### src/common/mips_cfg.svh
`ifndef MIPS_CFG_SVH
`define MIPS_CFG_SVH

// Memory depths in 32-bit words
`define IMEM_WORDS 256
`define DMEM_WORDS 64

// Run control register, bit 0 is run
`define CTRL_ADDR 32'h1000

`endif

### src/common/mips_pkg.sv
`include "mips_cfg.svh"

package mips_pkg;

  typedef logic [31:0] word_t;
  typedef logic [4:0]  reg_addr_t;
  typedef logic [5:0]  funct_t;
  typedef logic [15:0] imm_t;
  typedef logic [$clog2(`IMEM_WORDS)-1:0] imem_addr_t;
  typedef logic [$clog2(`DMEM_WORDS)-1:0] dmem_addr_t;

  typedef enum logic [5:0] {
    OP_RTYPE = 6'h00,
    OP_BEQ   = 6'h04,
    OP_ADDI  = 6'h08,
    OP_LW    = 6'h23,
    OP_SW    = 6'h2b,
    OP_HALT  = 6'h3f
  } opcode_t;

  // R-type function codes
  localparam funct_t FN_ADD = 6'h20;
  localparam funct_t FN_SUB = 6'h22;
  localparam funct_t FN_AND = 6'h24;
  localparam funct_t FN_OR  = 6'h25;
  localparam funct_t FN_SLT = 6'h2a;

  typedef enum logic [2:0] {ALU_ADD, ALU_SUB, ALU_AND, ALU_OR, ALU_SLT} alu_op_t;

  typedef enum logic [1:0] {REGFILE, FROM_EX, FROM_MEM, FROM_WB} fwd_sel_t;

  typedef enum logic {IDLE, RESP} axi_state_t;

endpackage

### src/common/fwd_if.sv
interface fwd_if
  import mips_pkg::*;
();

  // Instruction currently in EX
  reg_addr_t ex_rd;
  logic      ex_reg_write;
  logic      ex_mem_read;
  word_t     ex_value;

  // Instruction in MEM, value already includes load data
  reg_addr_t mem_rd;
  logic      mem_reg_write;
  word_t     mem_value;

  // Instruction in WB
  reg_addr_t wb_rd;
  logic      wb_reg_write;
  word_t     wb_value;

  modport producer_ex (
    output ex_rd, ex_reg_write, ex_mem_read, ex_value,
    input  mem_value, wb_value
  );

  modport producer_mem (
    output mem_rd, mem_reg_write, mem_value, wb_rd, wb_reg_write, wb_value
  );

  modport consumer (
    input ex_rd, ex_reg_write, ex_mem_read, ex_value,
    input mem_rd, mem_reg_write, mem_value, wb_rd, wb_reg_write, wb_value
  );

endinterface

### src/hdl/hazard_unit.sv
module hazard_unit
  import mips_pkg::*;
(
  input  logic      clk,
  input  logic      i_reset,
  input  logic      i_restart,
  input  reg_addr_t i_rs,
  input  reg_addr_t i_rt,
  input  opcode_t   i_opcode,
  input  logic      i_is_halt,
  input  logic      i_branch_taken,
  fwd_if.consumer   fwd,
  output logic      o_stall,
  output logic      o_flush,
  output logic      o_halt
);

  logic uses_rs;
  logic uses_rt;
  logic ex_hit;
  logic halt_q;

  assign uses_rs = i_opcode inside {OP_RTYPE, OP_ADDI, OP_LW, OP_SW, OP_BEQ};
  assign uses_rt = i_opcode inside {OP_RTYPE, OP_SW, OP_BEQ};

  assign ex_hit = fwd.ex_reg_write && (fwd.ex_rd != '0) &&
                  ((uses_rs && fwd.ex_rd == i_rs) || (uses_rt && fwd.ex_rd == i_rt));

  // Load data is late for anyone, an ALU result is late for the ID compare
  assign o_stall = ex_hit && (fwd.ex_mem_read || i_opcode == OP_BEQ);
  assign o_flush = i_branch_taken;
  assign o_halt  = halt_q || i_is_halt;

  always_ff @(posedge clk) begin
    if (i_reset || i_restart) halt_q <= 1'b0;
    else if (i_is_halt) halt_q <= 1'b1;
  end

endmodule

### src/flat_wrapper.sv
// flat-port wrapper written by rule: the top's interface ports become plain ports
module hazard_unit_flat import mips_pkg::*;
  (clk, i_reset, i_restart, i_rs, i_rt, i_opcode, i_is_halt, i_branch_taken, o_stall, o_flush, o_halt, fwd_ex_rd, fwd_ex_reg_write, fwd_ex_mem_read, fwd_ex_value, fwd_mem_rd, fwd_mem_reg_write, fwd_mem_value, fwd_wb_rd, fwd_wb_reg_write, fwd_wb_value);
  fwd_if fwd_i ();
  input  logic clk;
  input  logic i_reset;
  input  logic i_restart;
  input  reg_addr_t i_rs;
  input  reg_addr_t i_rt;
  input  opcode_t i_opcode;
  input  logic i_is_halt;
  input  logic i_branch_taken;
  output logic o_stall;
  output logic o_flush;
  output logic o_halt;
  input wire logic [$bits(fwd_i.ex_rd)-1:0] fwd_ex_rd;
  input wire logic [$bits(fwd_i.ex_reg_write)-1:0] fwd_ex_reg_write;
  input wire logic [$bits(fwd_i.ex_mem_read)-1:0] fwd_ex_mem_read;
  input wire logic [$bits(fwd_i.ex_value)-1:0] fwd_ex_value;
  input wire logic [$bits(fwd_i.mem_rd)-1:0] fwd_mem_rd;
  input wire logic [$bits(fwd_i.mem_reg_write)-1:0] fwd_mem_reg_write;
  input wire logic [$bits(fwd_i.mem_value)-1:0] fwd_mem_value;
  input wire logic [$bits(fwd_i.wb_rd)-1:0] fwd_wb_rd;
  input wire logic [$bits(fwd_i.wb_reg_write)-1:0] fwd_wb_reg_write;
  input wire logic [$bits(fwd_i.wb_value)-1:0] fwd_wb_value;
  assign fwd_i.ex_rd = fwd_ex_rd;
  assign fwd_i.ex_reg_write = fwd_ex_reg_write;
  assign fwd_i.ex_mem_read = fwd_ex_mem_read;
  assign fwd_i.ex_value = fwd_ex_value;
  assign fwd_i.mem_rd = fwd_mem_rd;
  assign fwd_i.mem_reg_write = fwd_mem_reg_write;
  assign fwd_i.mem_value = fwd_mem_value;
  assign fwd_i.wb_rd = fwd_wb_rd;
  assign fwd_i.wb_reg_write = fwd_wb_reg_write;
  assign fwd_i.wb_value = fwd_wb_value;
  hazard_unit u_core (.clk(clk), .i_reset(i_reset), .i_restart(i_restart), .i_rs(i_rs), .i_rt(i_rt), .i_opcode(i_opcode), .i_is_halt(i_is_halt), .i_branch_taken(i_branch_taken), .fwd(fwd_i), .o_stall(o_stall), .o_flush(o_flush), .o_halt(o_halt));
endmodule
### config.mk
export PLATFORM = sky130hd
export DESIGN_NAME = hazard_unit_flat
export DESIGN_NICKNAME = d
export VERILOG_FILES = /design/src/common/mips_pkg.sv /design/src/common/fwd_if.sv /design/src/hdl/hazard_unit.sv /design/src/flat_wrapper.sv
export VERILOG_INCLUDE_DIRS = /design/src /design/src/common
export SDC_FILE = /design/constraint.sdc
export NUM_CORES = 1
export LEC_CHECK = 0
export ABC_CLOCK_PERIOD_IN_PS = 1600
export BUFFER_PORTS_ARGS = -buffer_cell sky130_fd_sc_hd__buf_2
export CAP_MARGIN = 30
export CORE_AREA = 3 3 53 55
export CTS_BUF_LIST = sky130_fd_sc_hd__clkbuf_4
export DETAILED_ROUTE_END_ITERATION = 8
export DIE_AREA = 0 0 56 58
export PLACE_DENSITY = 0.74
export SLEW_MARGIN = 5
export SYNTH_ARGS = -nofsm -noshare
export SYNTH_HDL_FRONTEND = slang
export SYNTH_SLANG_ARGS = --single-unit
### constraint.sdc
create_clock -name clk -period 1.6 [get_ports clk]
set_input_delay 0.24 -clock clk [delete_from_list [all_inputs] [get_ports clk]]
set_output_delay 0.24 -clock clk [all_outputs]
set_load 0.01 [all_outputs]
# Word-level counts from Yosys, hierarchy flattened
# Cells that the tools add are included.
totals:
  regBits: 1
  latchBits: 0
  ramBits: 0
  romBits: 0
  inputBits: 136
  out_inout_bits: 3
  wordCells: 20
  n_memories: 0
op_classes:
  add_sub_neg: 0
  multipliers: 0
  div: 0
  order_cmp: 0
  n_eq_ne: 6
  shift: 0
  n_mux: 0
  bitwise_logic: 0
  reduce_logical: 13
ops:
  columns: ["op", "count"]
  rows:
  - ["$eq 6x6->1 const B", 2]
  - ["$eq 5x5->1", 2]
  - ["$reduce_bool 5->1", 2]
  - ["$eq 6x3->1 const B", 1]
  - ["$eq 6x4->1 const B", 1]
  - ["$logic_not 6->1", 1]
  - ["$logic_and 1x1->1", 5]
  - ["$logic_or 1x1->1", 4]
  - ["$reduce_bool 3->1", 1]

# Longest topological paths before layout
# Gate-level depths: netlist (run 1).
depth:
  word_depth: 6
  depth_mapped: 4
  mapped_depth_nobuf: 4

# Least setup slack after synthesis (run 1)
# Ideal clock, no wire load.
synth_timing:
  kind: "input -> output"
  from: "input port i_opcode[2]"
  to: "output port o_stall"
  arrival_time_ns: 1.338
  required_ns: 1.360
  slack_ns: 0.022
  stages: 4
  n_path_buf: 0
  cell_sequence: "a2111oi_2 -> nor2_1 -> or4_1 -> a21oi_1"
synth_via:
  elab_chain_cells: 6
  elab_cells_between_ends: 13
  cone_classes: "eq/ne (4); reduce/logical (9)"
synth_rtl:
  columns: ["item", "line_no", "rtl"]
  rows:
  - ["start: declaration", "flat_wrapper.sv:10", "input opcode_t i_opcode;"]
  - ["$eq 6x4->1 (tied with other cells)", "hazard_unit.sv:23", "assign uses_rs = i_opcode inside {OP_RTYPE, OP_ADDI, OP_LW, OP_SW, OP_BEQ};"]
  - ["$reduce_bool 5->1 / $reduce_bool 3->1 (equally long branches)", "hazard_unit.sv:23, hazard_unit.sv:24", null]
  - ["$logic_and 1x1->1", "hazard_unit.sv:27", "((uses_rs && fwd.ex_rd == i_rs) || (uses_rt && fwd.ex_rd == i_rt));"]
  - ["$logic_or 1x1->1", "hazard_unit.sv:27", null]
  - ["$logic_and 1x1->1", "hazard_unit.sv:26", "assign ex_hit = fwd.ex_reg_write && (fwd.ex_rd != '0) &&"]
  - ["$logic_and 1x1->1 *", "hazard_unit.sv:30", "assign o_stall = ex_hit && (fwd.ex_mem_read || i_opcode == OP_BEQ);"]
  - ["end: declaration", "flat_wrapper.sv:13", "output logic o_stall;"]
# Mark *: on every way between the ends. The rest lies on a longest branch, timed or not.

# Worst setup path after layout (run 1)
layout_timing:
  from: "input port i_opcode[0]"
  to: "output port o_stall"
# Same word-level chain as after synthesis.

==> results.toml, run 1 <==
[detailed_routing]
drc = 0
routedWlPerCell_um = 9.069
routed_wl_um = 789
ant_nets = 0
via_per_inst = 3.713
vias = 323
dr.pass1.iters = 4
first_iter_violations = 2

[worst_setup_path]
path_cells = "buf_2 -> nor4_4 -> a21oi_1 -> or4_4 -> a21oi_2 -> buf_2"
crit_fanout = 3
timing.rr.start = "u_core.halt_q"
arrival_ns = 1.52
critPathKind = "in -> out"
crit_path_end_kind = "primary output"
required_ns = 1.36
cp_num_buf_inv = 2
cp-start-kind = "primary input"
cp_slowest_stage_delay_ns = 0.52
cp_slowest_cell = "or4_4"
cp_top_family = "simple AND/OR/NAND/NOR gates"
reg2reg_to = "u_core.halt_q"
crit_top_cell = "buf_2"
reg2reg_depth = 2
r2r_slack_ns = 0.78

[yosys]
synth_compound_area_share_pct = 14.75
synthMuxAreaShare_pct = 0
synth-async-reset-ratio_pct = 0
synth_edf_count = 0
yosys-top-cells-area = "xnor2_1, or4_1, dfxtp_1"
synth_top_family_by_area = "XOR/XNOR gates"
yosys-top-cells-count = "xnor2_1, or4_1, a21oi_1, nand4_1, xor2_1"
syn_nets = 163
synth_warnings = 0
synth-seq-cells = 1
synth_fa_ha_area_share_pct = 0
synth_simple_gate_area_share_pct = 34.97
postSynthCellCount = 27
synth_xor_area_share_pct = 38.25
synth_top_area_share_pct = 30.60
synthDistinctLibCells = 15
synth.most_common_cell = "xnor2_1"
yosysSeqAreaShare_pct = 8.743
syn_area_um2 = 229.0
avgSynthCellArea_um2 = 8.480
synth_ff_type = "dfxtp_1"
synth_top_cell_by_area = "xnor2_1"

[sta]
fmax_mhz = 568.9
finalHoldViolations = 0
fin_skew_ns = 0
setup_viol = 1
whs_ns = 0.4046
rsz0062_at_grt = "true"
layout_min_cycle_time_ns = 1.758
tightest_slew_ns = 0.2309
setup_slack_ns = -0.1579
maxSlewViolCount = 0
min_period_over_period_pct = 109.9
relSlewSlack_pct = 84.61

[final_layout]
largest_reg_flops = 1
layout.nets = 195
design_area_um2 = 486.7
fin_cells = 87
syn_to_final_growth_pct = 112.6
fillers = 283
diodes = 0
drive_gt1_share_pct = 68.42
top_register = "u_core.halt_q"
reg.largest.list = "u_core.halt_q: 1 flops"

[worst_hold_path]
holdCritPathClass = "in -> reg"
hold_depth = 2
hold_start = "i_restart"
min_to = "u_core.halt_q"

[grt]
grt_pass1_vias = 311
grt_pass1_wl_um = 1290
grt_max_degree = 4
antenna_found_initial = 0
grt_usage_pct = 4.733
grt_overflow_total = 0

[outcome]
violations = "setup timing"
status = "complete, but fails checks"

[floorplan]
dieWidth_um = 56
top_level_ports = 139
dieHeight_um = 58
core_um2 = 2432
start_util_pct = 9.414
die_area_um2 = 3248
rows = 18

[clocking]
cts_setup_buffers = 0
clock_latency_ns = 0
clkTransAtPathRegs_ns = 0
ctsHoldBuffers = 0

[pwr]
peakVddDrop_mv = 0.1273
p_leak_nw = 0.1993
finalPower_mw = 0.1255
powerDensity_nw_per_um2 = 257.9

[placed_design]
placed_cell_area_um2 = 421.7
preCtsSetupSlack_ns = -0.2360
port_buffers = 28
dp_hpwl_um = 719.9
dp.cells = 87
place_congestion = 0.6312

[run]
max-cap-violations = 0
metal layers:
layer / share of wire, % / wire length, um / global-route usage, %
met3: 9.6 / 76 / 0
met1: 42 / 328 / 6.809
met5: 0 / 0 / 0
met4: 0 / 0 / 0
met2: 49 / 384 / 8.514
final cells by class:
cell class / instances / area, um^2 / share of cell area [%]
multi-input combinational: 25 / 240.2 / 49.36
sequential: 1 / 20.02 / 4.113
timing repair buffer: 31 / 188.9 / 38.82
tap: 30 / 37.54 / 7.712
through the flow:
step | util, % | setup TNS, ns
global placement | 17.34 | -0.2268
global route | 20.01 | -0.2136
detailed placement | 17.34 | -0.2360
floorplan | - | 0
CTS | 18.93 | -0.2157
finish | 20.01 | -0.1579
how the worst max path moves through the flow:
stage                      from      end  cells past startpoint
global placement    i_opcode[2]  o_stall                      6
detailed placement  i_opcode[0]  o_stall                      6
global route        i_opcode[0]  o_stall                      6
floorplan           i_opcode[2]  o_stall                      4
CTS                 i_opcode[3]  o_stall                      6
finish              i_opcode[0]  o_stall                      6
logic make-up after synthesis:
group | after synthesis
flip-flops | 1
AO/OA/AOI/OAI | 4
buffers and inverters | 1
XOR/XNOR | 10
AND/OR/NAND/NOR | 11
power breakdown:
part / switching, mW / leakage, nW / internal (mW)
logic: 0.0397 / 0.191 / 0.0589
registers: 0.000298 / 0.00823 / 0.0267
clock network: 0 / 0 / 0
placed cells by master, fill, tap and decap left out:
cell type	netlist	final
nor4_4	0	1
buf_8	0	2
nor2_1	1	1
a21oi_2	0	1
or2_2	1	1
and3b_2	1	1
xnor2_1	8	8
or4_4	0	2
buf_6	0	1
o221ai_1	1	1
buf_4	1	3
a21oi_1	2	1
nor3b_1	1	1
dfxtp_1	1	1
a2111oi_4	0	1
xor2_1	2	2
nand4_1	2	2
or4_1	3	1
buf_2	0	25
and4b_2	1	1
timing repair:
action,in CTS,in global routing
pin swaps,4,4
gates resized for setup,8,6
endpoints found under the setup margin,1,1
worst register-to-register path, stage by stage (launching register included):
cell,delay (ns)
dfxtp_1,0.28
or2_2,0.29
nor3b_1,0.14
Note: power is estimated with default switching activity, not from simulation.
==> inputs of run 2 (changes only) <==
--- a/config.mk
+++ b/config.mk
@@ -6,14 +6,15 @@
 export SDC_FILE = /design/constraint.sdc
 export NUM_CORES = 1
 export LEC_CHECK = 0
-export ABC_CLOCK_PERIOD_IN_PS = 1600
+export ABC_CLOCK_PERIOD_IN_PS = 1500
 export BUFFER_PORTS_ARGS = -buffer_cell sky130_fd_sc_hd__buf_2
 export CAP_MARGIN = 30
-export CORE_AREA = 3 3 53 55
+export CORE_MARGIN = 3
+export CORE_UTILIZATION = 10
 export CTS_BUF_LIST = sky130_fd_sc_hd__clkbuf_4
 export DETAILED_ROUTE_END_ITERATION = 8
-export DIE_AREA = 0 0 56 58
-export PLACE_DENSITY = 0.74
+export MAX_ROUTING_LAYER = met4
+export PLACE_DENSITY = 0.81
 export SLEW_MARGIN = 5
 export SYNTH_ARGS = -nofsm -noshare
 export SYNTH_HDL_FRONTEND = slang
==> constraint.sdc (replaced) <==
create_clock -name clk -period 1.5 [get_ports clk]
set_input_delay 0.225 -clock clk [delete_from_list [all_inputs] [get_ports clk]]
set_output_delay 0.225 -clock clk [all_outputs]
set_load 0.01 [all_outputs]
==> run 2 against run 1 <==
Effect of this change: the flow still finishes with violations (setup timing); setup slack worse by 0.11 ns; final cell count is 3.4% lower; sequential power is 6% higher; wire length is 9.9% higher; combinational power is 6% higher; utilization is 2.9 points higher; critical path type unchanged.
==> results.toml, run 2 (synthesis gave the netlist of run 1 again) <==
[outcome]
status = "complete, but fails checks"
violations = "setup timing"

[worst_setup_path]
cp_slowest_cell = "or4_4"
arrival_ns = 1.54
required_ns = 1.27
r2r_slack_ns = 0.69
reg2reg_to = "u_core.halt_q"
reg2reg_depth = 2
cp_slowest_stage_delay_ns = 0.52
timing.rr.start = "u_core.halt_q"
cp_top_family = "simple AND/OR/NAND/NOR gates"
cp_num_buf_inv = 2
critPathKind = "in -> out"
path_cells = "buf_8 -> a2111oi_4 -> nor2_1 -> or4_4 -> a21oi_2 -> buf_2"
crit_path_end_kind = "primary output"
crit_fanout = 3
cp-start-kind = "primary input"

[grt]
grt_overflow_total = 0
antenna_found_initial = 0
grt_pass1_wl_um = 1455
grt_pass1_vias = 381
grt_usage_pct = 6.514
grt_max_degree = 4

[clocking]
cts_setup_buffers = 0
clkTransAtPathRegs_ns = 0
clock_latency_ns = 0

[final_layout]
diodes = 0
drive_gt1_share_pct = 66.67
design_area_um2 = 471.7
reg.largest.list = "u_core.halt_q: 1 flops"
layout_common_cells = "buf_2, xnor2_1, buf_4"
final_common_cell = "buf_2"
largest_reg_flops = 1
top_register = "u_core.halt_q"
syn_to_final_growth_pct = 106.0
fin_cells = 84
utilization_pct = 22.88
layout.nets = 195

[placed_design]
preCtsSetupSlack_ns = -0.3053
port_buffers = 28
dp.cells = 84
place_congestion = 0.6486
placed_cell_area_um2 = 421.7
dp_hpwl_um = 821.4

[detailed_routing]
routed_wl_um = 867
vias = 353
routedWlPerCell_um = 10.32
via_per_inst = 4.202
ant_nets = 0
dr.pass1.iters = 3
drc = 0
first_iter_violations = 1

[pwr]
comb_power_share_pct = 78.5
pwr-share-seq_pct = 21.5
powerDensity_nw_per_um2 = 281.9
power.switching_mw = 0.04370
clkPwrFrac_pct = 0
intPower_mw = 0.08928
switching_share_pct = 32.86
p_leak_nw = 0.1950
peakVddDrop_mv = 0.1963

[sta]
fmax_mhz = 566.7
tightest_slew_ns = 0.2452
rsz0062_at_grt = "true"
maxSlewViolCount = 0
setup_viol = 1
min_period_over_period_pct = 117.6
relSlewSlack_pct = 83.65
fin_skew_ns = 0
finalHoldViolations = 0
layout_min_cycle_time_ns = 1.764
setup_slack_ns = -0.2645

[worst_hold_path]
min_to = "u_core.halt_q"
hold_depth = 2
hold_start = "i_restart"
holdCritPathClass = "in -> reg"

[floorplan]
rows = 16
core_um2 = 2062
top_level_ports = 139
dieHeight_um = 53.85
start_util_pct = 11.10
dieWidth_um = 53.85
die_area_um2 = 2900

[run]
max-cap-violations = 0
[run 2: what timing repair did]
item	in CTS	in global routing
gates resized for setup	5	6
setup endpoints to repair	1	1
hold buffers	0	0
pin swaps	1	4
cloned	0	0
[run 2: metrics by stage]
stage	total power, mW	hold WS, ns	setup TNS (ns)
floorplan	0.06472	0.3001	-0.02424
detailed placement	0.1204	0.3884	-0.3053
finish	0.1330	0.3869	-0.2645
CTS	0.1276	0.3884	-0.2691
global route	0.1421	0.3949	-0.3046
global placement	0.1154	0.3857	-0.2281
[run 2: layout make-up]
| cell class | instances | area [um^2] |
|---|---|---|
| Fill cell | 230 | 1590 |
| Multi-Input combinational cell | 25 | 236.5 |
| Timing Repair Buffer | 31 | 181.4 |
| Tap cell | 27 | 33.78 |
| Sequential cell | 1 | 20.02 |
[run 2: worst max path at each step]
stage                      from      end  slack [ns]  cells past startpoint
floorplan           i_opcode[2]  o_stall       -0.02                      4
global placement    i_opcode[0]  o_stall       -0.23                      6
detailed placement  i_opcode[0]  o_stall       -0.31                      6
CTS                 i_opcode[0]  o_stall       -0.27                      6
global route        i_opcode[2]  o_stall       -0.30                      6
finish              i_opcode[2]  o_stall       -0.26                      6
[run 2: metal layers]
metal | GRT usage [%] | wire (um) | up-vias
li1 | - | - | 164
met1 | 5.556 | 221 | 162
met2 | 14.72 | 519 | 25
met3 | 0.8310 | 107 | 2
met4 | 0.4255 | 19 | 0
met5 | - | 0 | -
[run 2: power by group through the flow]
stage	clock [mW]	combinational, mW	sequential [mW]
2_1_floorplan	0	0.0362	0.0286
3_3_place_gp	0	0.0867	0.0287
3_5_place_dp	0	0.0918	0.0286
4_1_cts	0	0.0989	0.0286
5_1_grt	0	0.113	0.0286
6_report	0	0.104	0.0286
