<file path="config.mk">
export PLATFORM = sky130hd
export DESIGN_NAME = forward_unit_flat
export DESIGN_NICKNAME = d
export VERILOG_FILES = /design/src/common/mips_pkg.sv /design/src/common/fwd_if.sv /design/src/hdl/forward_unit.sv /design/src/flat_wrapper.sv
export VERILOG_INCLUDE_DIRS = /design/src /design/src/common
export SDC_FILE = /design/constraint.sdc
export NUM_CORES = 1
export LEC_CHECK = 0
export ABC_AREA = 1
export BUFFER_PORTS_ARGS = -buffer_cell sky130_fd_sc_hd__buf_2
export CORE_MARGIN = 5
export CORE_UTILIZATION = 27
export DETAILED_ROUTE_END_ITERATION = 8
export GPL_TIMING_DRIVEN = 1
export PLACE_DENSITY = 0.79
export SLEW_MARGIN = 20
export SYNTH_ARGS = -nofsm -noshare
export SYNTH_HDL_FRONTEND = slang
export SYNTH_SLANG_ARGS = --single-unit
</file>
<file path="constraint.sdc">
create_clock -name vclk -period 0.8
set_input_delay 0.16 -clock vclk [all_inputs]
set_output_delay 0.16 -clock vclk [all_outputs]
set_load 0.005 [all_outputs]
</file>
<file path="src/common/mips_cfg.svh">
`ifndef MIPS_CFG_SVH
`define MIPS_CFG_SVH

// Memory depths in 32-bit words
`define IMEM_WORDS 256
`define DMEM_WORDS 64

// Run control register, bit 0 is run
`define CTRL_ADDR 32'h1000

`endif

</file>
<file path="src/common/mips_pkg.sv">
`include "mips_cfg.svh"

package mips_pkg;

  typedef logic [31:0] word_t;
  typedef logic [4:0]  reg_addr_t;
  typedef logic [5:0]  funct_t;
  typedef logic [15:0] imm_t;
  typedef logic [$clog2(`IMEM_WORDS)-1:0] imem_addr_t;
  typedef logic [$clog2(`DMEM_WORDS)-1:0] dmem_addr_t;

  typedef enum logic [5:0] {
    OP_RTYPE = 6'h00,
    OP_BEQ   = 6'h04,
    OP_ADDI  = 6'h08,
    OP_LW    = 6'h23,
    OP_SW    = 6'h2b,
    OP_HALT  = 6'h3f
  } opcode_t;

  // R-type function codes
  localparam funct_t FN_ADD = 6'h20;
  localparam funct_t FN_SUB = 6'h22;
  localparam funct_t FN_AND = 6'h24;
  localparam funct_t FN_OR  = 6'h25;
  localparam funct_t FN_SLT = 6'h2a;

  typedef enum logic [2:0] {ALU_ADD, ALU_SUB, ALU_AND, ALU_OR, ALU_SLT} alu_op_t;

  typedef enum logic [1:0] {REGFILE, FROM_EX, FROM_MEM, FROM_WB} fwd_sel_t;

  typedef enum logic {IDLE, RESP} axi_state_t;

endpackage

</file>
<file path="src/common/fwd_if.sv">
interface fwd_if
  import mips_pkg::*;
();

  // Instruction currently in EX
  reg_addr_t ex_rd;
  logic      ex_reg_write;
  logic      ex_mem_read;
  word_t     ex_value;

  // Instruction in MEM, value already includes load data
  reg_addr_t mem_rd;
  logic      mem_reg_write;
  word_t     mem_value;

  // Instruction in WB
  reg_addr_t wb_rd;
  logic      wb_reg_write;
  word_t     wb_value;

  modport producer_ex (
    output ex_rd, ex_reg_write, ex_mem_read, ex_value,
    input  mem_value, wb_value
  );

  modport producer_mem (
    output mem_rd, mem_reg_write, mem_value, wb_rd, wb_reg_write, wb_value
  );

  modport consumer (
    input ex_rd, ex_reg_write, ex_mem_read, ex_value,
    input mem_rd, mem_reg_write, mem_value, wb_rd, wb_reg_write, wb_value
  );

endinterface

</file>
<file path="src/hdl/forward_unit.sv">
module forward_unit
  import mips_pkg::*;
(
  input  reg_addr_t i_id_rs,
  input  reg_addr_t i_id_rt,
  input  reg_addr_t i_ex_rs,
  input  reg_addr_t i_ex_rt,
  fwd_if.consumer   fwd,
  output fwd_sel_t  o_id_a_sel,
  output fwd_sel_t  o_id_b_sel,
  output fwd_sel_t  o_ex_a_sel,
  output fwd_sel_t  o_ex_b_sel
);

  // Checked oldest first so the youngest producer overrides
  function automatic fwd_sel_t pick(input reg_addr_t src, input logic ex_ok);
    fwd_sel_t sel;
    sel = REGFILE;
    if (src != '0) begin
      if (fwd.wb_reg_write && fwd.wb_rd == src) sel = FROM_WB;
      if (fwd.mem_reg_write && fwd.mem_rd == src) sel = FROM_MEM;
      if (ex_ok && fwd.ex_reg_write && fwd.ex_rd == src) sel = FROM_EX;
    end
    return sel;
  endfunction

  always_comb begin
    o_id_a_sel = pick(i_id_rs, 1'b1);
    o_id_b_sel = pick(i_id_rt, 1'b1);
    // EX consumer is itself the EX instruction
    o_ex_a_sel = pick(i_ex_rs, 1'b0);
    o_ex_b_sel = pick(i_ex_rt, 1'b0);
  end

endmodule

</file>
<file path="src/flat_wrapper.sv">
// flat-port wrapper written by rule: the top's interface ports become plain ports
module forward_unit_flat import mips_pkg::*;
  (i_id_rs, i_id_rt, i_ex_rs, i_ex_rt, o_id_a_sel, o_id_b_sel, o_ex_a_sel, o_ex_b_sel, fwd_ex_rd, fwd_ex_reg_write, fwd_ex_mem_read, fwd_ex_value, fwd_mem_rd, fwd_mem_reg_write, fwd_mem_value, fwd_wb_rd, fwd_wb_reg_write, fwd_wb_value);
  fwd_if fwd_i ();
  input  reg_addr_t i_id_rs;
  input  reg_addr_t i_id_rt;
  input  reg_addr_t i_ex_rs;
  input  reg_addr_t i_ex_rt;
  output fwd_sel_t o_id_a_sel;
  output fwd_sel_t o_id_b_sel;
  output fwd_sel_t o_ex_a_sel;
  output fwd_sel_t o_ex_b_sel;
  input wire logic [$bits(fwd_i.ex_rd)-1:0] fwd_ex_rd;
  input wire logic [$bits(fwd_i.ex_reg_write)-1:0] fwd_ex_reg_write;
  input wire logic [$bits(fwd_i.ex_mem_read)-1:0] fwd_ex_mem_read;
  input wire logic [$bits(fwd_i.ex_value)-1:0] fwd_ex_value;
  input wire logic [$bits(fwd_i.mem_rd)-1:0] fwd_mem_rd;
  input wire logic [$bits(fwd_i.mem_reg_write)-1:0] fwd_mem_reg_write;
  input wire logic [$bits(fwd_i.mem_value)-1:0] fwd_mem_value;
  input wire logic [$bits(fwd_i.wb_rd)-1:0] fwd_wb_rd;
  input wire logic [$bits(fwd_i.wb_reg_write)-1:0] fwd_wb_reg_write;
  input wire logic [$bits(fwd_i.wb_value)-1:0] fwd_wb_value;
  assign fwd_i.ex_rd = fwd_ex_rd;
  assign fwd_i.ex_reg_write = fwd_ex_reg_write;
  assign fwd_i.ex_mem_read = fwd_ex_mem_read;
  assign fwd_i.ex_value = fwd_ex_value;
  assign fwd_i.mem_rd = fwd_mem_rd;
  assign fwd_i.mem_reg_write = fwd_mem_reg_write;
  assign fwd_i.mem_value = fwd_mem_value;
  assign fwd_i.wb_rd = fwd_wb_rd;
  assign fwd_i.wb_reg_write = fwd_wb_reg_write;
  assign fwd_i.wb_value = fwd_wb_value;
  forward_unit u_core (.i_id_rs(i_id_rs), .i_id_rt(i_id_rt), .i_ex_rs(i_ex_rs), .i_ex_rt(i_ex_rt), .fwd(fwd_i), .o_id_a_sel(o_id_a_sel), .o_id_b_sel(o_id_b_sel), .o_ex_a_sel(o_ex_a_sel), .o_ex_b_sel(o_ex_b_sel));
endmodule
</file>
=== Yosys cells after proc, flatten, opt, wreduce, memory -nomap -nowiden ===
Cells that the tools add are included.

* Register bits: 0
* Bits of input ports: 135
* Word-level logic and storage cells: 38

* Eq/ne operators: 10
* Muxes and demuxes: 14
* Reduce and logical (&&, ||, !) cells: 14

{| class="wikitable"
|+ Operators with widths
! cell !! number
|-
| equality test 5 bit || 10
|-
| two-way mux 2 bit || 14
|-
| nonzero test 5 bit || 4
|-
| logical AND 1 bit || 10
|}

=== Depth between registers and ports, before layout ===
Gate-level depths: netlist (run 1).

* Word-level depth: 6
* Depth in mapped cells: 8

=== Worst setup path after synthesis (run 1) ===
Ideal clock, no wire load.

* Path type: input to output
* Start point: in i_id_rt[2]
* End point: out o_id_b_sel[0]
* Arrival time: 704 ps
* Path slack: -64 ps
* Stages on the path: 5
* Path buffers: 0
* Cell sequence: inv_1 > nor2_1 > nor3_1 > nand3_1 > a21oi_2

* Longest elaborated chain between the ends: 6

{| class="wikitable"
|+ RTL lines
! what !! line !! text
|-
| start: declaration || flat_wrapper.sv:6 || <nowiki>input reg_addr_t i_id_rt;</nowiki>
|-
| equality test 5 bit || forward_unit.sv:20 || <nowiki>if (fwd.wb_reg_write && fwd.wb_rd == src) sel = FROM_WB;</nowiki>
|-
| logical AND 1 bit || forward_unit.sv:20 ||
|-
| two-way mux 2 bit || forward_unit.sv:20 ||
|-
| two-way mux 2 bit || forward_unit.sv:21 || <nowiki>if (fwd.mem_reg_write && fwd.mem_rd == src) sel = FROM_MEM;</nowiki>
|-
| two-way mux 2 bit || forward_unit.sv:22 || <nowiki>if (ex_ok && fwd.ex_reg_write && fwd.ex_rd == src) sel = FROM_EX;</nowiki>
|-
| two-way mux 2 bit * || forward_unit.sv:19 || <nowiki>if (src != '0) begin</nowiki>
|-
| end: declaration || flat_wrapper.sv:10 || <nowiki>output fwd_sel_t o_id_b_sel;</nowiki>
|}

Every way passes the cells marked *; elsewhere a longest branch is shown, timed or not.

=== Worst setup path after layout (run 1) ===
* Start point: in fwd_wb_rd[4]
* End point: out o_id_a_sel[0]

* Longest elaborated chain between the ends: 6

{| class="wikitable"
|+ RTL lines
! what !! line !! text
|-
| start: declaration || flat_wrapper.sv:20 || <nowiki>input wire logic [$bits(fwd_i.wb_rd)-1:0] fwd_wb_rd;</nowiki>
|-
| equality test 5 bit || forward_unit.sv:20 ||
|-
| logical AND 1 bit || forward_unit.sv:20 ||
|-
| two-way mux 2 bit || forward_unit.sv:20 ||
|-
| two-way mux 2 bit || forward_unit.sv:21 ||
|-
| two-way mux 2 bit || forward_unit.sv:22 ||
|-
| two-way mux 2 bit || forward_unit.sv:19 ||
|-
| end: declaration || flat_wrapper.sv:9 || <nowiki>output fwd_sel_t o_id_a_sel;</nowiki>
|}

No other way between the ends.

==> results of run 1 <==
## area by class of cell
| type | instances | area share |
|---|---|---|
| inverter | 37 | 0.1433 |
| tap | 46 | 0.03081 |
| timing repair buffer | 55 | 0.3108 |
| multi-input combinational | 180 | 0.5151 |
## worst max path at each step
| stage | endpoint | slack [ns] | depth (start not counted) |
|---|---|---|---|
| CTS | o_id_a_sel[0] | -0.32 | 9 |
| global route | o_id_b_sel[0] | -0.48 | 10 |
| floorplan | o_id_b_sel[0] | -0.05 | 5 |
| global placement | o_id_b_sel[0] | -0.43 | 10 |
| finish | o_id_a_sel[0] | -0.42 | 10 |
| detailed placement | o_id_b_sel[0] | -0.45 | 10 |
## repair_timing
| item | 4_1_cts | 5_1_grt |
|---|---|---|
| endpoints found under the hold margin | 0 | 0 |
| hold buffers | 0 | 0 |
| gates resized for setup | 120 | 52 |
| setup buffers | 2 | 0 |
| setup endpoints to repair | 8 | 8 |
| pin swaps | 42 | 31 |
## cells in the mapped netlist
cell type	number	share of area
sky130_fd_sc_hd__inv_1	23	0.094
sky130_fd_sc_hd__o22ai_1	2	0.014
sky130_fd_sc_hd__nor3_1	11	0.060
sky130_fd_sc_hd__nor2_1	41	0.17
sky130_fd_sc_hd__nand4_1	1	0.0068
sky130_fd_sc_hd__inv_2	14	0.057
sky130_fd_sc_hd__nand4_4	1	0.023
sky130_fd_sc_hd__a21boi_1	2	0.016
sky130_fd_sc_hd__o21ai_1	11	0.060
sky130_fd_sc_hd__a21oi_2	2	0.019
sky130_fd_sc_hd__nand2_1	83	0.34
sky130_fd_sc_hd__a21oi_1	7	0.038
sky130_fd_sc_hd__nand3_1	12	0.065
sky130_fd_sc_hd__nor2_2	2	0.014
sky130_fd_sc_hd__o21ai_0	5	0.027
## cells in the final DEF (no fill, tap or decap), types with 3 or more instances in the layout
cell,n
sky130_fd_sc_hd__nand2_1,62
sky130_fd_sc_hd__nor2_1,26
sky130_fd_sc_hd__nand2_2,19
sky130_fd_sc_hd__buf_6,16
sky130_fd_sc_hd__nor2_2,14
sky130_fd_sc_hd__o21ai_1,14
sky130_fd_sc_hd__buf_2,14
sky130_fd_sc_hd__inv_4,12
sky130_fd_sc_hd__buf_4,10
sky130_fd_sc_hd__buf_8,9
sky130_fd_sc_hd__nand3_1,8
sky130_fd_sc_hd__inv_2,7
sky130_fd_sc_hd__nor3_1,7
sky130_fd_sc_hd__a21oi_2,7
sky130_fd_sc_hd__inv_1,6
sky130_fd_sc_hd__buf_12,6
sky130_fd_sc_hd__inv_8,5
sky130_fd_sc_hd__inv_6,4
sky130_fd_sc_hd__nand3_2,4
sky130_fd_sc_hd__nor3_2,4
sky130_fd_sc_hd__nor2_4,3
## power by group through the flow
stage	registers (mW)	logic (mW)	clock network [mW]
2_1_floorplan	0	0.333	0
3_3_place_gp	0	0.625	0
3_5_place_dp	0	0.629	0
4_1_cts	0	0.843	0
5_1_grt	0	1.06	0
6_report	0	0.988	0
## logic make-up after synthesis
| family | count (synthesis) | share of synthesized area |
|---|---|---|
| AND/OR/NAND/NOR | 151 | 0.6748 |
| AO/OA/AOI/OAI | 29 | 0.1741 |
| buffers and inverters | 37 | 0.1510 |
## per-layer routing
metal / track usage / vias to the layer above / routed length, µm
met4: 0.05955 / 0 / 142
met1: 0.2287 / 754 / 1786
met2: 0.3285 / 97 / 2266
met5: 0 / - / 0
li1: - / 803 / -
met3: 0.03612 / 19 / 454
## worst max-delay path, cell delays in order
cell,delay (ns)
sky130_fd_sc_hd__buf_8,0.10
sky130_fd_sc_hd__inv_6,0.04
sky130_fd_sc_hd__nand2_1,0.08
sky130_fd_sc_hd__nand2_1,0.07
sky130_fd_sc_hd__nor2_1,0.12
sky130_fd_sc_hd__nand2_1,0.12
sky130_fd_sc_hd__nor2_2,0.10
sky130_fd_sc_hd__nand2_1,0.07
sky130_fd_sc_hd__a21oi_2,0.10
sky130_fd_sc_hd__buf_2,0.11
## stage by stage
stage	total power, mW	setup TNS, ns	instances	util	instance area (µm²)
3_3_place_gp	0.6247	-3.038	316	0.4014	1329
6_report	0.9875	-2.618	318	0.5642	1868
5_1_grt	1.061	-3.309	318	0.5642	1868
4_1_cts	0.8432	-2.252	318	0.5140	1702
3_5_place_dp	0.6292	-3.120	316	0.4014	1329
2_1_floorplan	0.3330	-0.1758	217	-	988.4
==> results.json, run 1 <==
{
  "leakagePower_nw": 0.9361,
  "final-seq-area_um2": 0,
  "post-place-ws_ns": -0.4526,
  "worst_hold_path_type": "in -> out",
  "num-nets-final": 409,
  "detailedRoute.firstPassIterationCount": 5,
  "placement.io_buffers": 46,
  "final.period_utilization": 1.526,
  "p_seq_frac": 0,
  "post_drt_via_cell_ratio": 5.261,
  "grt_first_pass_wirelength_um": 6934,
  "critPathKind": "in -> out",
  "power.share.clock": 0,
  "initial_antenna_violation_count": 0,
  "cp-startpoint": "fwd_wb_rd[4]",
  "tightestPinTransition_ns": 0.2183,
  "timing.critical_path.from_type": "primary input",
  "grt_max_degree": 7,
  "diode_count": 0,
  "hold-worst-slack_ns": 0.7320,
  "die_y_um": 68.36,
  "gr-total-overflow": 0,
  "floorplan.die.width_um": 68.36,
  "min-delay-start": "i_ex_rs[4]",
  "area_delta_synth_final_pct": 103.1,
  "synth_nets": 352,
  "final_max_slew_viol_count": 0,
  "worstHoldEndpoint": "o_ex_a_sel[1]",
  "design.portCount": 143,
  "final_antenna_net_count": 0,
  "maxClockFrequency_mhz": 818.9,
  "timing.final.setup_violations": 8,
  "core_footprint_um2": 3311,
  "setup_repair_after_global_routing_missed_its_margin": "yes",
  "nFlopsAndLatches": 0,
  "worstPathMaxFanout": 5,
  "power_report.internal_total_mw": 0.4603,
  "combPwrFrac": 1.000,
  "hpwl_um": 2991,
  "gp_routability_congestion": 0.9380,
  "core.rowCount": 21,
  "route.vias.total": 1673,
  "finalHoldViolCount": 0,
  "timing.critical_path.arrival_ns": 1.06,
  "worst_setup_ep_type": "output pin",
  "multiInputGateArea_um2": 962.2,
  "switching_share": 0.5339,
  "setup_ws_ns": -0.4211,
  "initial_drc_count": 109,
  "netlist_instances": 217,
  "cell_area_synth_um2": 919.6,
  "normalized_max_slew_margin": 0.8537,
  "layout_min_cycle_time_ns": 1.221,
  "hold_depth": 5,
  "route.final.wire_length_um": 4650,
  "syn-mean-instance-area_um2": 4.238,
  "yosys.cell_types.count": 15,
  "power.ir.vdd_worst_uv": 303.7,
  "initial_utilization": 0.2778,
  "track_usage": 0.1878,
  "total_die_area_um2": 4673,
  "first_global_vias": 1608,
  "clockBufferCount": 0,
  "drv_cap": 0,
  "power-per-cell-area_nw_per_um2": 528.7,
  "drive_gt1_frac": 0.5221,
  "final_routed_drc_violation_total": 0,
  "status": "finished, violations left",
  "failed_checks": "setup timing",
  "n_fill_cell": 306,
  "synth_seq_area_share": 0,
  "wl_per_cell_um": 14.62,
  "crit_required_ns": 0.64,
  "synth-warning-count": 0,
  "total_switching_power_mw": 0.5273
}
Note: power is estimated with default switching activity, not from simulation.
==> run 2, diff against run 1 <==
- ABC_AREA: 1 -> not set
- CORE_UTILIZATION: 27 -> 24
- PLACE_DENSITY: 0.79 -> 0.81
==> results.json, run 2 <==
{
  "critical-path-max-stage-delay_ns": 0.29,
  "yosys.cell_count.top_type": "sky130_fd_sc_hd__xor2_1",
  "hpwl_um": 2334,
  "finalHoldViolCount": 0,
  "synth-warning-count": 0,
  "worstPathMaxFanout": 3,
  "crit_required_ns": 0.64,
  "setup_tns_ns": -4.606,
  "clockBufferCount": 0,
  "synth-xor-area-share": 0.6055,
  "final_max_slew_viol_count": 0,
  "synth_nets": 228,
  "design.portCount": 143,
  "post_drt_via_cell_ratio": 4.933,
  "netlist_instances": 93,
  "yosys.cell_types.count": 18,
  "utilization": 0.4748,
  "wl_per_cell_um": 14.81,
  "diode_count": 0,
  "route.vias.total": 952,
  "finish.cell_count_without_fillers": 193,
  "gr-total-overflow": 0,
  "total_die_area_um2": 4211,
  "floorplan.die.width_um": 64.90,
  "failed_checks": "setup timing",
  "grt_max_degree": 7,
  "initial_utilization": 0.2429,
  "synth_compound_gate_area_share": 0.08304,
  "nFlopsAndLatches": 0,
  "postPlaceCellArea_um2": 1181,
  "mostFrequentLayoutCells": "sky130_fd_sc_hd__xor2_1, sky130_fd_sc_hd__buf_2, sky130_fd_sc_hd__buf_4, sky130_fd_sc_hd__buf_6, sky130_fd_sc_hd__xnor2_1",
  "synth-simple-area-share": 0.3062,
  "layout_min_cycle_time_ns": 1.458,
  "initial_antenna_violation_count": 0,
  "timing.critical_path.arrival_ns": 1.30,
  "timing.final.setup_violations": 8,
  "n_fill_cell": 293,
  "grt_first_pass_wirelength_um": 4754,
  "track_usage": 0.1393,
  "yosys.area.top_type": "sky130_fd_sc_hd__xor2_1",
  "crit_chain": "buf_8 -> xor2_1 -> nor4_2 -> nand3_1 -> a221oi_2 -> buf_2",
  "first_global_vias": 1011,
  "synth_top_cell_area_share": 0.4844,
  "combPwrFrac": 1.000,
  "area_delta_synth_final_pct": 95.50,
  "worst_hold_path_type": "in -> out",
  "post-place-ws_ns": -0.7165,
  "timing.critical_path.from_type": "primary input",
  "route.final.wire_length_um": 2858,
  "final.period_utilization": 1.823,
  "power_report.internal_total_mw": 0.3793,
  "core.rowCount": 20,
  "synth_fa_ha_area_frac": 0,
  "cts_hold_buffers": 0,
  "critical_path.slowest_cell": "sky130_fd_sc_hd__nor4_2",
  "dp.cells": 191,
  "hold_depth": 4,
  "initial_drc_count": 48,
  "gp_routability_congestion": 0.8672,
  "die_y_um": 64.90,
  "total_switching_power_mw": 0.3156,
  "final_routed_drc_violation_total": 0,
  "muxShareOfSynthArea": 0,
  "worst_setup_ep_type": "output pin",
  "syn-mean-instance-area_um2": 7.776,
  "core_footprint_um2": 2978,
  "drv_cap": 0,
  "p_seq_frac": 0,
  "synth_top_family_by_area": "XOR/XNOR gates",
  "switching_share": 0.4542,
  "num-nets-final": 297,
  "normalized_max_slew_margin": 0.8263,
  "maxClockFrequency_mhz": 685.8,
  "status": "finished, violations left",
  "tightestPinTransition_ns": 0.2584,
  "drive_gt1_frac": 0.5813,
  "cell_area_synth_um2": 723.2,
  "setup_ws_ns": -0.6581,
  "synth.top_cells.by_count": "sky130_fd_sc_hd__xor2_1, sky130_fd_sc_hd__xnor2_1, sky130_fd_sc_hd__nand3_1, sky130_fd_sc_hd__nor4_1, sky130_fd_sc_hd__nor2_1",
  "setup_repair_after_global_routing_missed_its_margin": "yes",
  "critPathKind": "in -> out",
  "detailedRoute.firstPassIterationCount": 4,
  "yosys-top-cells-area": "sky130_fd_sc_hd__xor2_1, sky130_fd_sc_hd__xnor2_1, sky130_fd_sc_hd__nor4_1, sky130_fd_sc_hd__nand3_1, sky130_fd_sc_hd__a221oi_2",
  "final-seq-area_um2": 0,
  "leakagePower_nw": 0.6274,
  "final_common_cell": "sky130_fd_sc_hd__xor2_1",
  "power-per-cell-area_nw_per_um2": 491.5,
  "multiInputGateArea_um2": 824.5,
  "placement.io_buffers": 46,
  "final_antenna_net_count": 0,
  "synth_seq_area_share": 0,
  "fin_area_um2": 1414,
  "power.ir.vdd_worst_uv": 215.4,
  "power.share.clock": 0
}
-- run 2: cell count changes after synthesis, sizes merged, moves of 16 or more --
cell / before / now
inv: 37 / 0
nand2: 83 / 2
nor2: 43 / 4
o21ai: 16 / 0
xor2: 0 / 40
-- run 2: cell type report --
cell class                      instances  area share
Multi-Input combinational cell         92      0.5832
Timing Repair Buffer                   68      0.3876
Tap cell                               33     0.02920
-- run 2: cell families after synthesis --
logic type,Yosys count
buf+inv,1
simple gates,36
xor+xnor,50
compound gates,6
-- run 2: timing repair --
action	CTS	global route
gates cloned	0	0
pin swaps	21	13
endpoints found under the setup margin	8	8
resized for setup	35	21
setup buffers	2	0
-- run 2: stage by stage --
| step | hold slack (ns) | power [mW] |
|---|---|---|
| 6_report | 0.7309 | 0.6949 |
| 5_1_grt | 0.7642 | 0.7538 |
| 4_1_cts | 0.7513 | 0.6353 |
| 3_5_place_dp | 0.7393 | 0.5643 |
| 3_3_place_gp | 0.7284 | 0.5511 |
| 2_1_floorplan | 0.4336 | 0.2457 |
-- run 2: final timing paths --
| check | startpoint | end | slack [ns] |
|---|---|---|---|
| hold / removal | fwd_mem_reg_write | o_ex_b_sel[1] | 0.73 |
| setup / recovery | i_id_rs[3] | o_id_a_sel[1] | -0.66 |
-- run 2: power groups by stage --
stage | clock (mW) | combinational, mW | sequential [mW]
after global routing | 0 | 0.754 | 0
final | 0 | 0.695 | 0
after global placement | 0 | 0.551 | 0
after CTS | 0 | 0.635 | 0
after detailed placement | 0 | 0.564 | 0
after floorplan | 0 | 0.246 | 0
-- run 2: layer usage --
| metal | routed length [µm] | up-vias | track usage |
|---|---|---|---|
| met4 | 0 | 0 | 0.007916 |
| met2 | 1449 | 38 | 0.2516 |
| li1 | - | 465 | - |
| met1 | 1164 | 449 | 0.1841 |
| met5 | 0 | - | 0 |
| met3 | 244 | 0 | 0.01560 |
-- run 2: worst max-delay path, delay by kind of cell --
family          cells  cell delay [ns]
xor+xnor            1             0.16
compound gates      1             0.26
simple gates        2             0.47
buf+inv             2             0.25
==> run 3, diff against run 2 <==
- clock period: 0.8 -> 1.26 ns (I/O delays scaled with it)
==> results.json, run 3 (same netlist as run 2, synthesis figures left out) <==
{
  "power.ir.vdd_worst_uv": 141.0,
  "leakagePower_nw": 0.6153,
  "final-seq-area_um2": 0,
  "initial_utilization": 0.2429,
  "worst_setup_ep_type": "output pin",
  "multiInputGateArea_um2": 769.5,
  "track_usage": 0.1295,
  "status": "finished, violations left",
  "gr-total-overflow": 0,
  "post_cts.repair.setup_buffers": 0,
  "tightestPinTransition_ns": 0.3278,
  "route.final.wire_length_um": 2792,
  "mostFrequentLayoutCells": "sky130_fd_sc_hd__xor2_1, sky130_fd_sc_hd__buf_2, sky130_fd_sc_hd__buf_4, sky130_fd_sc_hd__buf_6, sky130_fd_sc_hd__xnor2_1",
  "setup_tns_ns": -2.337,
  "drv_cap": 0,
  "critical_path.slowest_cell": "sky130_fd_sc_hd__nor4_1",
  "design.portCount": 143,
  "hpwl_um": 2292,
  "utilization": 0.4538,
  "crit_buf_inv": 2,
  "final.period_utilization": 1.289,
  "clockBufferCount": 0,
  "detailedRoute.firstPassIterationCount": 4,
  "core_footprint_um2": 2978,
  "setup_ws_ns": -0.3645,
  "crit_chain": "buf_6 -> xor2_1 -> nor4_1 -> nand3_1 -> a221oi_2 -> buf_2",
  "timing.final.setup_violations": 8,
  "num-nets-final": 296,
  "post_drt_via_cell_ratio": 4.948,
  "final_common_cell": "sky130_fd_sc_hd__xor2_1",
  "cp-startpoint": "i_id_rs[3]",
  "route.vias.total": 950,
  "layout_min_cycle_time_ns": 1.624,
  "n_fill_cell": 293,
  "final_max_slew_viol_count": 0,
  "die_y_um": 64.90,
  "floorplan.die.width_um": 64.90,
  "postPlaceCellArea_um2": 1149,
  "final_antenna_net_count": 0,
  "wl_per_cell_um": 14.54,
  "failed_checks": "setup timing",
  "finish.cell_count_without_fillers": 192,
  "gp_routability_congestion": 0.7973,
  "drive_gt1_frac": 0.5220,
  "nFlopsAndLatches": 0,
  "initial_antenna_violation_count": 0,
  "placement.io_buffers": 46,
  "diode_count": 0,
  "power-per-cell-area_nw_per_um2": 312.2,
  "critical-path-max-stage-delay_ns": 0.28,
  "timing.critical_path.to": "o_id_a_sel[1]",
  "total_power_mw": 0.4219,
  "timing.critical_path.from_type": "primary input",
  "first_global_vias": 1002,
  "normalized_max_slew_margin": 0.7794,
  "cp_top_family": "simple AND/OR/NAND/NOR gates",
  "post-place-ws_ns": -0.4259,
  "worstPathMaxFanout": 4,
  "timing.critical_path.arrival_ns": 1.37,
  "initial_drc_count": 38,
  "fin_area_um2": 1351,
  "worstSetupPathDepth": 6,
  "total_die_area_um2": 4211,
  "area_delta_synth_final_pct": 86.85,
  "final_routed_drc_violation_total": 0,
  "dp.cells": 192,
  "grt_max_degree": 7,
  "core.rowCount": 20,
  "cts_hold_buffers": 0,
  "crit_required_ns": 1.01,
  "hold-worst-slack_ns": 0.9153,
  "critPathKind": "in -> out",
  "finalHoldViolCount": 0,
  "maxClockFrequency_mhz": 615.6,
  "setup_repair_after_global_routing_missed_its_margin": "yes",
  "worst_hold_path_type": "in -> out",
  "grt_first_pass_wirelength_um": 4478
}
-- run 3: repair_timing --
item,in CTS,in global routing
setup endpoints to repair,8,8
pin swaps,23,17
resized for setup,35,23
-- run 3: layer usage --
metal | wire length, µm | vias to the layer above | GRT usage
li1 | - | 466 | -
met1 | 1163 | 441 | 0.1684
met2 | 1359 | 41 | 0.2286
met3 | 251 | 2 | 0.01906
met4 | 18 | 0 | 0.01847
met5 | 0 | - | 0
-- run 3: cell type report --
type | count | area share
multi-input combinational | 92 | 0.5694
tap | 33 | 0.03056
timing repair buffer | 67 | 0.4000
-- run 3: how the worst min path moves through the flow --
stage	from	to	cells past startpoint
after global placement	fwd_mem_reg_write	o_ex_a_sel[1]	4
after detailed placement	fwd_wb_reg_write	o_ex_a_sel[0]	4
final	fwd_wb_reg_write	o_id_a_sel[1]	4
after floorplan	fwd_wb_reg_write	o_id_a_sel[1]	2
after CTS	fwd_wb_reg_write	o_ex_a_sel[0]	4
after global routing	fwd_mem_reg_write	o_ex_a_sel[1]	4
-- run 3: where the power goes --
group | switching [mW] | internal, mW | leakage [nW]
registers | 0 | 0 | 0
clock network | 0 | 0 | 0
logic | 0.189 | 0.233 | 0.615
total | 0.189 | 0.233 | 0.615
-- run 3: worst min-delay path: cells and delay by family --
| family | cells | cell delay (ns) |
|---|---|---|
| buf+inv | 2 | 0.26 |
| compound gates | 1 | 0.05 |
| simple gates | 1 | 0.09 |
